### src/uart_bridge_cfg.svh
`ifndef UART_BRIDGE_CFG_SVH
`define UART_BRIDGE_CFG_SVH

// ~~~~~~~~~~~~~~~~~~~~~~~~~~~~~~~~~~~~~~~~~~~~~~~~~
// Reset values of the configuration registers
// ~~~~~~~~~~~~~~~~~~~~~~~~~~~~~~~~~~~~~~~~~~~~~~~~~

// Clocks per bit minus one
`define UART_BIT_DIV_DEFAULT 16'd7

// Idle bit-times between the high and the low command frame
`define UART_GAP_BITS_DEFAULT 4'd2

// Bit-times a read waits for the response start edge
`define UART_TIMEOUT_BITS_DEFAULT 8'd40

`define UART_PARITY_DEFAULT uart_frame_pkg::PARITY_EVEN

`endif

### src/uart_frame_pkg.sv
package uart_frame_pkg;

  // ~~~~~~~~~~~~~~~~~~~~~~~~~~~~~~~~~~~~~~~~~~~~~~~~~
  // Serial frame format
  // ~~~~~~~~~~~~~~~~~~~~~~~~~~~~~~~~~~~~~~~~~~~~~~~~~

  typedef enum logic [1:0] {
    PARITY_NONE = 2'd0,
    PARITY_EVEN = 2'd1,   // Parity bit makes the count of ones even
    PARITY_ODD  = 2'd2
  } parity_mode_t;

  // ~~~~~~~~~~~~~~~~~~~~~~~~~~~~~~~~~~~~~~~~~~~~~~~~~
  // Receive check result
  // ~~~~~~~~~~~~~~~~~~~~~~~~~~~~~~~~~~~~~~~~~~~~~~~~~

  typedef enum logic [1:0] {
    FRAME_OK         = 2'd0,
    FRAME_PARITY_ERR = 2'd1,
    FRAME_STOP_ERR   = 2'd2   // Stop bit sampled low or start bit did not hold
  } frame_err_t;

endpackage

### src/uart_cmd_pkg.sv
package uart_cmd_pkg;

  localparam logic CMD_WRITE = 1'b1;   // Bit 15 set selects a register write

  // ~~~~~~~~~~~~~~~~~~~~~~~~~~~~~~~~~~~~~~~~~~~~~~~~~
  // Host command word
  // ~~~~~~~~~~~~~~~~~~~~~~~~~~~~~~~~~~~~~~~~~~~~~~~~~

  typedef union packed {
    struct packed {
      logic       rw;
      logic [6:0] addr;
      logic [7:0] data;
    } fields;
    logic [1:0][7:0] bytes;   // The serial link sends bytes[1] first
  } cmd_word_t;

  typedef enum logic [1:0] {
    RSP_OK         = 2'd0,
    RSP_PARITY_ERR = 2'd1,
    RSP_STOP_ERR   = 2'd2,
    RSP_TIMEOUT    = 2'd3
  } rsp_status_t;

  // ~~~~~~~~~~~~~~~~~~~~~~~~~~~~~~~~~~~~~~~~~~~~~~~~~
  // Configuration register map
  // ~~~~~~~~~~~~~~~~~~~~~~~~~~~~~~~~~~~~~~~~~~~~~~~~~

  typedef enum logic [1:0] {
    CFG_BIT_DIV = 2'd0,
    CFG_CTRL    = 2'd1,   // Gap bits in 7:4 and parity mode in 1:0
    CFG_TIMEOUT = 2'd2
  } cfg_addr_t;

endpackage

### src/uart_tx_frame.sv
`timescale 1ns/100ps

module uart_tx_frame (
  input  logic                         clk,
  input  logic                         rst_n,
  input  logic [15:0]                  bit_div,
  input  uart_frame_pkg::parity_mode_t parity,
  input  logic                         tx_start,
  input  logic [7:0]                   tx_byte,
  output logic                         tx,
  output logic                         tx_done
);

  logic        active;
  logic [15:0] bit_cnt;
  logic [3:0]  bit_idx;   // 0 start, 1 to 8 data, then parity and stop
  logic [7:0]  shift_q;
  logic        par_q;
  logic        par_en;
  logic [3:0]  last_idx;
  logic        bit_end;

  assign par_en   = (parity != uart_frame_pkg::PARITY_NONE);
  assign last_idx = par_en ? 4'd10 : 4'd9;   // Position of the stop bit
  assign bit_end  = (bit_cnt == bit_div);

  always_ff @(posedge clk or negedge rst_n)
  begin
    if (!rst_n)
    begin
      active  <= 1'b0;
      bit_cnt <= '0;
      bit_idx <= '0;
      tx      <= 1'b1;
      tx_done <= 1'b0;
    end
    else
    begin
      tx_done <= 1'b0;
      if (!active)
      begin
        if (tx_start)
        begin
          active  <= 1'b1;
          bit_cnt <= '0;
          bit_idx <= '0;
          tx      <= 1'b0;
        end
      end
      else if (!bit_end)
        bit_cnt <= bit_cnt + 16'd1;
      else
      begin
        bit_cnt <= '0;
        if (bit_idx == last_idx)
        begin
          active  <= 1'b0;
          tx_done <= 1'b1;
        end
        else
        begin
          bit_idx <= bit_idx + 4'd1;
          if (bit_idx < 4'd8)
            tx <= shift_q[0];
          else if (bit_idx == 4'd8 && par_en)
            tx <= par_q;
          else
            tx <= 1'b1;
        end
      end
    end
  end

  // Parity is fixed when the byte is taken, the shift register then feeds tx LSB first
  always_ff @(posedge clk)
  begin
    if (!active && tx_start)
    begin
      shift_q <= tx_byte;
      par_q   <= ^tx_byte ^ (parity == uart_frame_pkg::PARITY_ODD);
    end
    else if (active && bit_end && bit_idx < 4'd8)
      shift_q <= shift_q >> 1;
  end

endmodule

### src/uart_rx_frame.sv
`timescale 1ns/100ps

module uart_rx_frame (
  input  logic                         clk,
  input  logic                         rst_n,
  input  logic [15:0]                  bit_div,
  input  uart_frame_pkg::parity_mode_t parity,
  input  logic                         rx_arm,
  input  logic                         rx,
  output logic                         rx_start_seen,
  output logic                         rx_done,
  output logic [7:0]                   rx_byte,
  output uart_frame_pkg::frame_err_t   rx_err
);

  localparam logic [1:0] RX_HUNT  = 2'd0;
  localparam logic [1:0] RX_START = 2'd1;
  localparam logic [1:0] RX_BITS  = 2'd2;

  logic [1:0]  state;
  logic        rx_meta;
  logic        rx_sync;
  logic        rx_prev;
  logic [15:0] bit_cnt;
  logic [3:0]  bit_idx;
  logic [7:0]  shift_q;
  logic        par_en;
  logic        par_exp;
  logic        par_bad;
  logic [3:0]  stop_idx;
  logic        bit_end;

  assign par_en   = (parity != uart_frame_pkg::PARITY_NONE);
  assign stop_idx = par_en ? 4'd10 : 4'd9;
  assign par_exp  = ^shift_q ^ (parity == uart_frame_pkg::PARITY_ODD);
  assign rx_byte  = shift_q;

  // Half a bit from the edge to mid start bit, then whole bits
  assign bit_end = (state == RX_START) ? (bit_cnt == {1'b0, bit_div[15:1]})
                                       : (bit_cnt == bit_div);

  always_ff @(posedge clk or negedge rst_n)
  begin
    if (!rst_n)
    begin
      rx_meta <= 1'b1;
      rx_sync <= 1'b1;
      rx_prev <= 1'b1;
    end
    else
    begin
      rx_meta <= rx;
      rx_sync <= rx_meta;
      rx_prev <= rx_sync;
    end
  end

  // ~~~~~~~~~~~~~~~~~~~~~~~~~~~~~~~~~~~~~~~~~~~~~~~~~
  // Frame sampling
  // ~~~~~~~~~~~~~~~~~~~~~~~~~~~~~~~~~~~~~~~~~~~~~~~~~

  always_ff @(posedge clk or negedge rst_n)
  begin
    if (!rst_n)
    begin
      state         <= RX_HUNT;
      bit_cnt       <= '0;
      bit_idx       <= '0;
      par_bad       <= 1'b0;
      rx_start_seen <= 1'b0;
      rx_done       <= 1'b0;
      rx_err        <= uart_frame_pkg::FRAME_OK;
    end
    else
    begin
      rx_start_seen <= 1'b0;
      rx_done       <= 1'b0;
      if (!rx_arm)
        state <= RX_HUNT;
      else
        case (state)
          RX_HUNT:
            if (rx_prev && !rx_sync)
            begin
              state         <= RX_START;
              bit_cnt       <= '0;
              rx_start_seen <= 1'b1;
            end
          RX_START:
            if (!bit_end)
              bit_cnt <= bit_cnt + 16'd1;
            else if (rx_sync)
            begin
              // A start glitch still ends the frame, as a framing error
              state   <= RX_HUNT;
              rx_done <= 1'b1;
              rx_err  <= uart_frame_pkg::FRAME_STOP_ERR;
            end
            else
            begin
              state   <= RX_BITS;
              bit_cnt <= '0;
              bit_idx <= 4'd1;
              par_bad <= 1'b0;
            end
          RX_BITS:
            if (!bit_end)
              bit_cnt <= bit_cnt + 16'd1;
            else
            begin
              bit_cnt <= '0;
              bit_idx <= bit_idx + 4'd1;
              if (bit_idx == stop_idx)
              begin
                state   <= RX_HUNT;
                rx_done <= 1'b1;
                if (!rx_sync)
                  rx_err <= uart_frame_pkg::FRAME_STOP_ERR;
                else if (par_bad)
                  rx_err <= uart_frame_pkg::FRAME_PARITY_ERR;
                else
                  rx_err <= uart_frame_pkg::FRAME_OK;
              end
              else if (bit_idx == 4'd9)
                par_bad <= (rx_sync != par_exp);   // Parity bit slot
            end
          default:
            state <= RX_HUNT;
        endcase
    end
  end

  always_ff @(posedge clk)
  begin
    if (rx_arm && state == RX_BITS && bit_end && bit_idx <= 4'd8)
      shift_q <= {rx_sync, shift_q[7:1]};   // Data arrives LSB first
  end

endmodule

### src/uart_cmd_ctrl.sv
`timescale 1ns/100ps

module uart_cmd_ctrl (
  input  logic                        clk,
  input  logic                        rst_n,
  input  uart_cmd_pkg::cmd_word_t     cmd_in,
  input  logic                        cmd_vld,
  output logic                        cmd_rdy,
  output logic                        busy,
  input  logic [15:0]                 bit_div,
  input  logic [3:0]                  gap_bits,
  input  logic [7:0]                  timeout_bits,
  output logic                        tx_start,
  output logic [7:0]                  tx_byte,
  input  logic                        tx_done,
  output logic                        rx_arm,
  input  logic                        rx_start_seen,
  input  logic                        rx_done,
  input  logic [7:0]                  rx_byte,
  input  uart_frame_pkg::frame_err_t  rx_err,
  output logic [7:0]                  read_data,
  output logic                        read_rdy,
  output uart_cmd_pkg::rsp_status_t   read_status
);

  localparam logic [2:0] ST_IDLE     = 3'd0;
  localparam logic [2:0] ST_FRAME_HI = 3'd1;
  localparam logic [2:0] ST_GAP      = 3'd2;
  localparam logic [2:0] ST_FRAME_LO = 3'd3;
  localparam logic [2:0] ST_RSP_WAIT = 3'd4;
  localparam logic [2:0] ST_REPORT   = 3'd5;

  logic [2:0]              state;
  uart_cmd_pkg::cmd_word_t cmd_q;
  logic [15:0]             bit_cnt;
  logic [7:0]              bt_cnt;   // Bit-times spent in the gap or the response wait
  logic                    bit_tick;
  logic                    started;

  assign cmd_rdy  = (state == ST_IDLE);
  assign busy     = ~cmd_rdy;
  assign bit_tick = (bit_cnt == bit_div);

  function automatic uart_cmd_pkg::rsp_status_t map_err(
    input uart_frame_pkg::frame_err_t err
  );
    case (err)
      uart_frame_pkg::FRAME_PARITY_ERR: map_err = uart_cmd_pkg::RSP_PARITY_ERR;
      uart_frame_pkg::FRAME_STOP_ERR:   map_err = uart_cmd_pkg::RSP_STOP_ERR;
      default:                          map_err = uart_cmd_pkg::RSP_OK;
    endcase
  endfunction

  always_ff @(posedge clk)
  begin
    if (cmd_vld && cmd_rdy)
      cmd_q <= cmd_in;
  end

  always_ff @(posedge clk or negedge rst_n)
  begin
    if (!rst_n)
    begin
      state       <= ST_IDLE;
      bit_cnt     <= '0;
      bt_cnt      <= '0;
      started     <= 1'b0;
      tx_start    <= 1'b0;
      tx_byte     <= '0;
      rx_arm      <= 1'b0;
      read_rdy    <= 1'b0;
      read_data   <= '0;
      read_status <= uart_cmd_pkg::RSP_OK;
    end
    else
    begin
      tx_start <= 1'b0;
      read_rdy <= 1'b0;
      case (state)
        ST_IDLE:
          if (cmd_vld)
          begin
            state    <= ST_FRAME_HI;
            tx_start <= 1'b1;
            tx_byte  <= cmd_in.bytes[1];
          end
        ST_FRAME_HI:
          if (tx_done)
          begin
            state   <= ST_GAP;
            bit_cnt <= '0;
            bt_cnt  <= '0;
          end
        ST_GAP:
          if (bt_cnt == {4'd0, gap_bits})
          begin
            state    <= ST_FRAME_LO;
            tx_start <= 1'b1;
            tx_byte  <= cmd_q.bytes[0];
          end
          else if (bit_tick)
          begin
            bit_cnt <= '0;
            bt_cnt  <= bt_cnt + 8'd1;
          end
          else
            bit_cnt <= bit_cnt + 16'd1;
        ST_FRAME_LO:
          if (tx_done)
          begin
            if (cmd_q.fields.rw == uart_cmd_pkg::CMD_WRITE)
              state <= ST_IDLE;
            else
            begin
              state   <= ST_RSP_WAIT;
              rx_arm  <= 1'b1;
              started <= 1'b0;
              bit_cnt <= '0;
              bt_cnt  <= '0;
            end
          end
        ST_RSP_WAIT:
          if (rx_done)
          begin
            state       <= ST_REPORT;
            rx_arm      <= 1'b0;
            read_rdy    <= 1'b1;
            read_data   <= rx_byte;
            read_status <= map_err(rx_err);
          end
          else if (!started && !rx_start_seen && bt_cnt == timeout_bits)
          begin
            state       <= ST_REPORT;
            rx_arm      <= 1'b0;
            read_rdy    <= 1'b1;
            read_data   <= 8'h00;
            read_status <= uart_cmd_pkg::RSP_TIMEOUT;
          end
          else if (rx_start_seen)
            started <= 1'b1;   // Timeout count freezes once a frame is under way
          else if (!started)
          begin
            if (bit_tick)
            begin
              bit_cnt <= '0;
              bt_cnt  <= bt_cnt + 8'd1;
            end
            else
              bit_cnt <= bit_cnt + 16'd1;
          end
        ST_REPORT:
          state <= ST_IDLE;
        default:
          state <= ST_IDLE;
      endcase
    end
  end

endmodule

### src/uart_cfg_regs.sv
`timescale 1ns/100ps
`include "uart_bridge_cfg.svh"

module uart_cfg_regs (
  input  logic                         clk,
  input  logic                         rst_n,
  input  logic                         cfg_wr,
  input  uart_cmd_pkg::cfg_addr_t      cfg_addr,
  input  logic [15:0]                  cfg_wdata,
  input  logic                         busy,
  output logic [15:0]                  cfg_rdata,
  output logic [15:0]                  bit_div,
  output uart_frame_pkg::parity_mode_t parity,
  output logic [3:0]                   gap_bits,
  output logic [7:0]                   timeout_bits
);

  always_ff @(posedge clk or negedge rst_n)
  begin
    if (!rst_n)
    begin
      bit_div      <= `UART_BIT_DIV_DEFAULT;
      parity       <= `UART_PARITY_DEFAULT;
      gap_bits     <= `UART_GAP_BITS_DEFAULT;
      timeout_bits <= `UART_TIMEOUT_BITS_DEFAULT;
    end
    else if (cfg_wr && !busy)   // Settings hold still while a command is in flight
    begin
      case (cfg_addr)
        uart_cmd_pkg::CFG_BIT_DIV:
          bit_div <= cfg_wdata;
        uart_cmd_pkg::CFG_CTRL:
        begin
          // Code 3 is reserved and taken as no parity
          parity   <= (cfg_wdata[1:0] == 2'b11) ? uart_frame_pkg::PARITY_NONE
                                                : uart_frame_pkg::parity_mode_t'(cfg_wdata[1:0]);
          gap_bits <= cfg_wdata[7:4];
        end
        uart_cmd_pkg::CFG_TIMEOUT:
          timeout_bits <= cfg_wdata[7:0];
        default:
          ;
      endcase
    end
  end

  always_comb
  begin
    case (cfg_addr)
      uart_cmd_pkg::CFG_BIT_DIV: cfg_rdata = bit_div;
      uart_cmd_pkg::CFG_CTRL:    cfg_rdata = {8'h00, gap_bits, 2'b00, parity};
      uart_cmd_pkg::CFG_TIMEOUT: cfg_rdata = {8'h00, timeout_bits};
      default:                   cfg_rdata = 16'h0000;
    endcase
  end

endmodule

### src/uart_bridge.sv
`timescale 1ns/100ps

module uart_bridge (
  input  logic                      clk,
  input  logic                      rst_n,
  input  logic [15:0]               cmd_in,
  input  logic                      cmd_vld,
  output logic                      cmd_rdy,
  output logic [7:0]                read_data,
  output logic                      read_rdy,
  output uart_cmd_pkg::rsp_status_t read_status,
  output logic                      tx,
  input  logic                      rx,
  input  logic                      cfg_wr,
  input  uart_cmd_pkg::cfg_addr_t   cfg_addr,
  input  logic [15:0]               cfg_wdata,
  output logic [15:0]               cfg_rdata,
  output logic                      busy
);

  logic [15:0]                  bit_div;
  uart_frame_pkg::parity_mode_t parity;
  logic [3:0]                   gap_bits;
  logic [7:0]                   timeout_bits;
  logic                         tx_start;
  logic [7:0]                   tx_byte;
  logic                         tx_done;
  logic                         rx_arm;
  logic                         rx_start_seen;
  logic                         rx_done;
  logic [7:0]                   rx_byte;
  uart_frame_pkg::frame_err_t   rx_err;

  uart_cfg_regs uart_cfg_regs_i (
    .clk          (clk),
    .rst_n        (rst_n),
    .cfg_wr       (cfg_wr),
    .cfg_addr     (cfg_addr),
    .cfg_wdata    (cfg_wdata),
    .busy         (busy),
    .cfg_rdata    (cfg_rdata),
    .bit_div      (bit_div),
    .parity       (parity),
    .gap_bits     (gap_bits),
    .timeout_bits (timeout_bits)
  );

  uart_cmd_ctrl uart_cmd_ctrl_i (
    .clk           (clk),
    .rst_n         (rst_n),
    .cmd_in        (cmd_in),
    .cmd_vld       (cmd_vld),
    .cmd_rdy       (cmd_rdy),
    .busy          (busy),
    .bit_div       (bit_div),
    .gap_bits      (gap_bits),
    .timeout_bits  (timeout_bits),
    .tx_start      (tx_start),
    .tx_byte       (tx_byte),
    .tx_done       (tx_done),
    .rx_arm        (rx_arm),
    .rx_start_seen (rx_start_seen),
    .rx_done       (rx_done),
    .rx_byte       (rx_byte),
    .rx_err        (rx_err),
    .read_data     (read_data),
    .read_rdy      (read_rdy),
    .read_status   (read_status)
  );

  uart_tx_frame uart_tx_frame_i (
    .clk      (clk),
    .rst_n    (rst_n),
    .bit_div  (bit_div),
    .parity   (parity),
    .tx_start (tx_start),
    .tx_byte  (tx_byte),
    .tx       (tx),
    .tx_done  (tx_done)
  );

  uart_rx_frame uart_rx_frame_i (
    .clk           (clk),
    .rst_n         (rst_n),
    .bit_div       (bit_div),
    .parity        (parity),
    .rx_arm        (rx_arm),
    .rx            (rx),
    .rx_start_seen (rx_start_seen),
    .rx_done       (rx_done),
    .rx_byte       (rx_byte),
    .rx_err        (rx_err)
  );

endmodule

### config.mk
export PLATFORM = sky130hd
export DESIGN_NAME = uart_bridge
export DESIGN_NICKNAME = d
export VERILOG_FILES = /design/src/uart_frame_pkg.sv /design/src/uart_cmd_pkg.sv /design/src/uart_tx_frame.sv /design/src/uart_rx_frame.sv /design/src/uart_cmd_ctrl.sv /design/src/uart_cfg_regs.sv /design/src/uart_bridge.sv
export VERILOG_INCLUDE_DIRS = /design/src
export SDC_FILE = /design/constraint.sdc
export NUM_CORES = 1
export LEC_CHECK = 0
export ABC_CLOCK_PERIOD_IN_PS = 3900
export BUFFER_PORTS_ARGS = -buffer_cell sky130_fd_sc_hd__clkbuf_2
export CAP_MARGIN = 20
export CORE_MARGIN = 8
export CORE_UTILIZATION = 55
export DETAILED_ROUTE_END_ITERATION = 8
export PLACE_DENSITY_LB_ADDON = 0.12
export SETUP_SLACK_MARGIN = 0.3
export SYNTH_ARGS = -nofsm -noshare
export SYNTH_HDL_FRONTEND = slang
export SYNTH_SLANG_ARGS = --single-unit
export TNS_END_PERCENT = 100
### constraint.sdc
create_clock -name clk -period 3.9 [get_ports clk]
set_input_delay 0.39 -clock clk [delete_from_list [all_inputs] [get_ports clk]]
set_output_delay 0.39 -clock clk [all_outputs]
set_load 0.005 [all_outputs]
==> After elaboration in Yosys (flattened, before gate mapping) <==
Index checks and enable logic that the tools add are counted.
Widths: inputs -> output; s select.
{ "word_totals": {"reg_bits": 165, "latchBits": 0, "ramBits": 0, "mem_bits_ro": 0, "out_inout_bits": 30, "wordCells": 256, "mem_count": 0} }
{ "op_classes": {"addsub": 6, "multipliers": 0, "n_div": 0, "magnitude_cmp": 2, "eq_ne": 50, "shift": 0, "mux": 117, "bitwise_logic": 3, "n_reduce_logical": 45} }
{ "ops": {"columns": ["operator", "count"], "rows": [
  ["$mux 16", 16],
  ["$mux 8", 15],
  ["$pmux 16 s3", 2],
  ["$pmux 16 s4", 1],
  ["$add 16x1->16 const B", 3],
  ["$eq 16x16->1", 3],
  ["$mux 1", 42],
  ["$pmux 8 s4", 1],
  ["$mux 2", 15],
  ["$mux 4", 7],
  ["$ne 2x2->1 const B", 11],
  ["$mux 3", 7],
  ["$ne 2x1->1 const B", 10],
  ["$eq 16x15->1", 1],
  ["$pmux 8 s2", 1],
  ["$reduce_xor 8->1", 2],
  ["$pmux 3 s5", 1],
  ["$reduce_bool 2->1", 7],
  ["$logic_and 1x1->1", 12],
  ["$ne 3x2->1 const B", 4],
  ["$reduce_and 4->1", 3],
  ["$reduce_and 6->1", 2],
  ["$eq 2x2->1 const B", 5],
  ["$pmux 1 s2", 5],
  ["30 further kinds", 47]
]} }

==> Longest topological paths before layout <==
{ "logic_depth": {"word_depth": 7, "depth_mapped": 12, "mapped_depth_nobuf": 9} }

==> Modules after synthesis <==
From an unflattened synthesis, not the netlist that was laid out.
{ "hier_totals": {"cells_unflattened": 874, "hier_area_um2": 8909.8} }
{ "modules_own_cells": {"columns": ["mod", "instances", "cells_each", "area_per_inst_um2", "seq_area_each_um2"], "rows": [
  ["uart_cmd_ctrl", 1, 313, 3084.2, 1496.4],
  ["uart_rx_frame", 1, 264, 2446.1, 994.7],
  ["uart_tx_frame", 1, 201, 1994.4, 847.1],
  ["uart_cfg_regs", 1, 96, 1385.1, 759.5]
]} }

==> Worst setup path before layout <==
OpenSTA, ideal clock, no wires.
{ "synth_path": {"path_type": "flip-flop to flip-flop", "start": "register uart_rx_frame_i.state[1]", "end": "register uart_rx_frame_i.shift_q[0] (netlist: uart_rx_frame_i.rx_byte[0]), enable pin", "setup_time_ps": 383, "arrival_ps": 2692, "path_slack_ps": 825, "stages_incl_launch_ff": 11, "n_path_buf": 2, "cell_sequence": "dfrtp_1 inv_1 ha_1 buf_6 mux2i_1 xnor2_1 nor4_4 nand4_4 or2_4 buf_6 nor3_1"} }
{ "synth_via": {"elab_chain_len": 4, "elab_cells_between_ends": 6, "classes_between": "eq/ne (2); mux (1); reduce/logical (3)"} }
{ "synth_lines": {"columns": ["element", "line_no", "rtl"], "rows": [
  ["start, declared", "uart_rx_frame.sv:20", "logic [1:0] state;"],
  ["start signal, assigned", "uart_rx_frame.sv:66", "state <= RX_HUNT;"],
  ["start signal, assigned", "uart_rx_frame.sv:79", "state <= RX_HUNT;"],
  ["start signal, assigned", "uart_rx_frame.sv:85", "state <= RX_START;"],
  ["$eq 2x1->1 / $eq 2x2->1 (equally long branches)", "uart_rx_frame.sv:39, uart_rx_frame.sv:135", null],
  ["$mux 1 / $logic_and 1x1->1 (equally long branches)", "uart_rx_frame.sv:39, uart_rx_frame.sv:135", null],
  ["$logic_and 1x1->1 (*) (2 in a row)", "uart_rx_frame.sv:135", "if (rx_arm && state == RX_BITS && bit_end && bit_idx <= 4'd8)"],
  ["end signal, assigned", "uart_rx_frame.sv:136", "shift_q <= {rx_sync, shift_q[7:1]};"],
  ["end, declared", "uart_rx_frame.sv:26", "logic [7:0] shift_q;"]
]} }
Mark *: on every way between the ends. The rest lies on a longest branch, timed or not.
A chain may end at the register's enable or synchronous reset.

==> Worst setup path after layout <==
{ "layout_path": {"start": "register uart_rx_frame_i.state[1]", "end": "register uart_rx_frame_i.shift_q[2] (netlist: uart_rx_frame_i.rx_byte[2]), enable pin"} }
The elaborated chain is that of the path after synthesis.

==> flow_metrics.env <==
export IMPL_run_status="finished, final reports clean"
export IMPL_crit_path_max_fanout=19
export IMPL_synth_seq_area_share_pct=48.1
export IMPL_globalplace_congestion=0.865
export IMPL_timing_slew_headroom_pct=31.5
export IMPL_firstDrtPassIters=5
export IMPL_dieArea_mm2=0.0197
export IMPL_first_global_vias=6378
export IMPL_finalCriticalPeriod_ns=3.34
export IMPL_synth_warnings=0
export IMPL_startpoint_type="register"
export IMPL_path_clk_slew_ns=0.06
export IMPL_syn_area_mm2=0.00852
export IMPL_place_hpwl_mm=14.2
export IMPL_n_fill_cell=1247
export IMPL_die_h_um=140
export IMPL_grt_pass1_wl_mm=33.0
export IMPL_yosys_area_top_type="dfrtp_1"
export IMPL_core_mm2=0.0152
export IMPL_multiInputGateArea_mm2=0.00417
export IMPL_synth_edf_count=26
export IMPL_synth_seq_cells=158
export IMPL_worst_r2r_cell_count=9
export IMPL_synthCells=840
export IMPL_wirelength_mm=19.8
export IMPL_p_leak_nw=4.40
export IMPL_synth_ff_type="dfrtp_1"
export IMPL_p_per_area_mw_per_mm2=471
export IMPL_hold_viol_final=0
export IMPL_synthArstFlopShare_pct=83.5
export IMPL_h_tree_depth=4
export IMPL_fin_nets=955
export IMPL_vdd_drop_max_v=0.000349
export IMPL_grtUsageTotal_pct=20.7
export IMPL_hp_class="in2reg"
export IMPL_drt_initial_drc_count=653
export IMPL_vias_per_cell=5.90
export IMPL_holdCritStartpoint="rx"
export IMPL_hold_buffers=0
export IMPL_r2r_start="uart_rx_frame_i.state[1]$_DFFE_PN0P_"
export IMPL_clk_latency_ns=0.43
export IMPL_synth_fp_nets=893
export IMPL_grt_overflow=0
export IMPL_ant_nets=0
export IMPL_drive_above_1_share_pct=17.5
export IMPL_maxSlewViolCount=0
export IMPL_ios=69
export IMPL_clock_sinks=158
export IMPL_critical_path_class="reg2reg"
export IMPL_hold_depth=1
export IMPL_ff_latch_area_mm2=0.00410
export IMPL_synth_top_area_share_pct=35.5
export IMPL_setup_tns_ns=0
export IMPL_fin_worst_skew_ns=0.00759
export IMPL_grt_max_degree=75
export IMPL_synth_area_per_cell_um2=10.1
export IMPL_start_util_pct=56.1
export IMPL_arrival_ns=3.48
export IMPL_vias=6505
export IMPL_drc_errors=0
export IMPL_fin_hold_ws_ns=0.0408
export IMPL_min_to="uart_rx_frame_i.rx_meta$_DFF_PN1_"
export IMPL_cts_tree="done"
export IMPL_setup_viol=0
export IMPL_numCtsBuffers=17
export IMPL_cts_setup_buffers=0
export IMPL_place_area_mm2=0.00900
export IMPL_synth_area_leaders="dfrtp_1, edfxtp_1, xor2_1"
export IMPL_rsz0062_at_grt="no"
export IMPL_clock_root_buffer="clkbuf_16"
export IMPL_wl_per_cell_um=17.9
export IMPL_ctsResizeCount=0
export IMPL_fin_area_mm2=0.00958
export IMPL_max_freq_mhz=299
export IMPL_end_kind="register"
export IMPL_clk_path_buf_depth=2
export IMPL_die_w_um=140
export IMPL_period_share_pct=85.6
export IMPL_io_buffers=68
export IMPL_rows=45
export IMPL_worst_slew_pin_slew_ns=1.02
export IMPL_area_delta_synth_final_pct=12.4
export IMPL_cp_required_ns=4.04
export IMPL_reg2reg_to="uart_rx_frame_i.rx_byte[2]$_DFFE_PP_"
export IMPL_final_common_cell="dfrtp_1"
export IMPL_antenna_found_initial=0
export IMPL_maxCapViolations=0
export IMPL_r2r_slack_ns=0.56
export IMPL_mostFrequentLayoutCells="dfrtp_1, o21ai_0, nand2_1"
export IMPL_diodes=0
export IMPL_synth_cell_types=65
per-layer routing:
layer	global-route usage, %	share of wire (%)
met1	27.9	46
met2	33.3	48
met3	3.53	4.2
met4	6.73	1.3
met5	0	0
through the flow:
stage / power (mW) / cells / setup slack, ns / util (%)
final: 4.51 / 1103 / 0.561 / 63.0
after global routing: 4.74 / 1103 / 0.303 / 63.0
after CTS: 4.54 / 1103 / 0.550 / 63.0
after detailed placement: 2.90 / 1071 / 0.559 / 59.2
after global placement: 2.87 / 1071 / 0.717 / 59.2
after floorplan: 2.65 / 840 / 0.825 / -
synthesized netlist by cell type, types with 2 or more instances:
cell type / instances
dfrtp_1: 121
o21ai_0: 90
nand2_1: 81
nor2_1: 55
xor2_1: 52
mux2i_1: 35
nand3_1: 34
xnor2_1: 31
mux2_2: 30
edfxtp_1: 26
clkbuf_1: 25
inv_1: 24
nand2b_1: 20
and2_1: 17
and3_1: 17
nor3_1: 16
ha_1: 14
nor4_1: 14
nor2b_1: 13
o31ai_1: 12
dfstp_2: 11
a21o_1: 8
a22o_1: 8
a21oi_1: 7
a31oi_1: 7
nor3b_1: 6
nand4_1: 5
a211o_1: 4
o41ai_1: 4
or3_1: 4
a211oi_1: 3
o22ai_1: 3
a2bb2oi_1: 2
a32o_1: 2
buf_4: 2
buf_6: 2
nand3b_1: 2
nand4b_1: 2
o211ai_1: 2
o21ai_1: 2
o2bb2ai_1: 2
or2_2: 2
cell families (layout without fill, tap and decap cells):
logic type	Yosys count	in the layout	synth area share, %
buf+inv	56	131	3.05
flops	158	158	48.1
fa+ha+maj	14	14	2.05
compound gates	167	167	12.4
xor+xnor	83	83	8.53
simple gates	297	297	17.8
mux	65	65	8.07
critical path, cell delays in order (launching register included):
cell and delay (ns):
dfrtp_1 0.41, inv_1 0.12, ha_1 0.80, mux2i_1 0.30, xnor2_1 0.12, nor4_4 0.34, nand4_4 0.21, or2_4 0.36
nor3_1 0.19, buf_4 0.19
where the power goes:
part | switching, mW | total (mW) | internal (mW)
sequential | 0.211 | 2.06 | 1.85
combinational | 0.439 | 0.812 | 0.374
clock | 0.676 | 1.64 | 0.966
registers in the layout, indices dropped and copies added, names as in the netlist, 2 cells and up:
name                          count
uart_rx_frame_i.bit_idx           4
uart_cmd_ctrl_i.tx_byte           8
uart_cfg_regs_i.bit_div          16
uart_rx_frame_i.state             2
uart_cfg_regs_i.parity            2
uart_rx_frame_i.bit_cnt          16
uart_tx_frame_i.shift_q           8
uart_cfg_regs_i.gap_bits          4
uart_rx_frame_i.rx_err            2
uart_cmd_ctrl_i.bit_cnt          16
uart_cmd_ctrl_i.state             3
uart_tx_frame_i.bit_cnt          16
uart_cmd_ctrl_i.cmd_q             9
uart_cmd_ctrl_i.read_status       2
uart_tx_frame_i.bit_idx           4
uart_cmd_ctrl_i.bt_cnt            8
uart_cmd_ctrl_i.read_data         8
uart_cfg_regs_i.timeout_bits      8
uart_rx_frame_i.rx_byte           8
layout make-up:
cell class,count,area share (%)
multi-input cells,626,43.5
flip-flops and latches,158,42.8
clock buffers,20,4.66
repair buffers,75,4.26
well taps,188,2.46
clock inverters,12,1.40
inverters,24,0.941
worst max-delay path by stage:
stage	to	cells past startpoint	slack [ns]	start
global route	uart_rx_frame_i.rx_byte[4]$_DFFE_PP_	9	0.30	uart_rx_frame_i.state[1]$_DFFE_PN0P_
finish	uart_rx_frame_i.rx_byte[2]$_DFFE_PP_	9	0.56	uart_rx_frame_i.state[1]$_DFFE_PN0P_
global placement	uart_rx_frame_i.rx_byte[2]$_DFFE_PP_	9	0.72	uart_rx_frame_i.state[1]$_DFFE_PN0P_
detailed placement	uart_rx_frame_i.rx_byte[1]$_DFFE_PP_	9	0.56	uart_rx_frame_i.state[1]$_DFFE_PN0P_
floorplan	uart_rx_frame_i.rx_byte[0]$_DFFE_PP_	10	0.82	uart_rx_frame_i.state[1]$_DFFE_PN0P_
CTS	uart_rx_frame_i.rx_byte[4]$_DFFE_PP_	9	0.55	uart_rx_frame_i.state[1]$_DFFE_PN0P_
No activity file was read; power rests on OpenSTA's default activity.
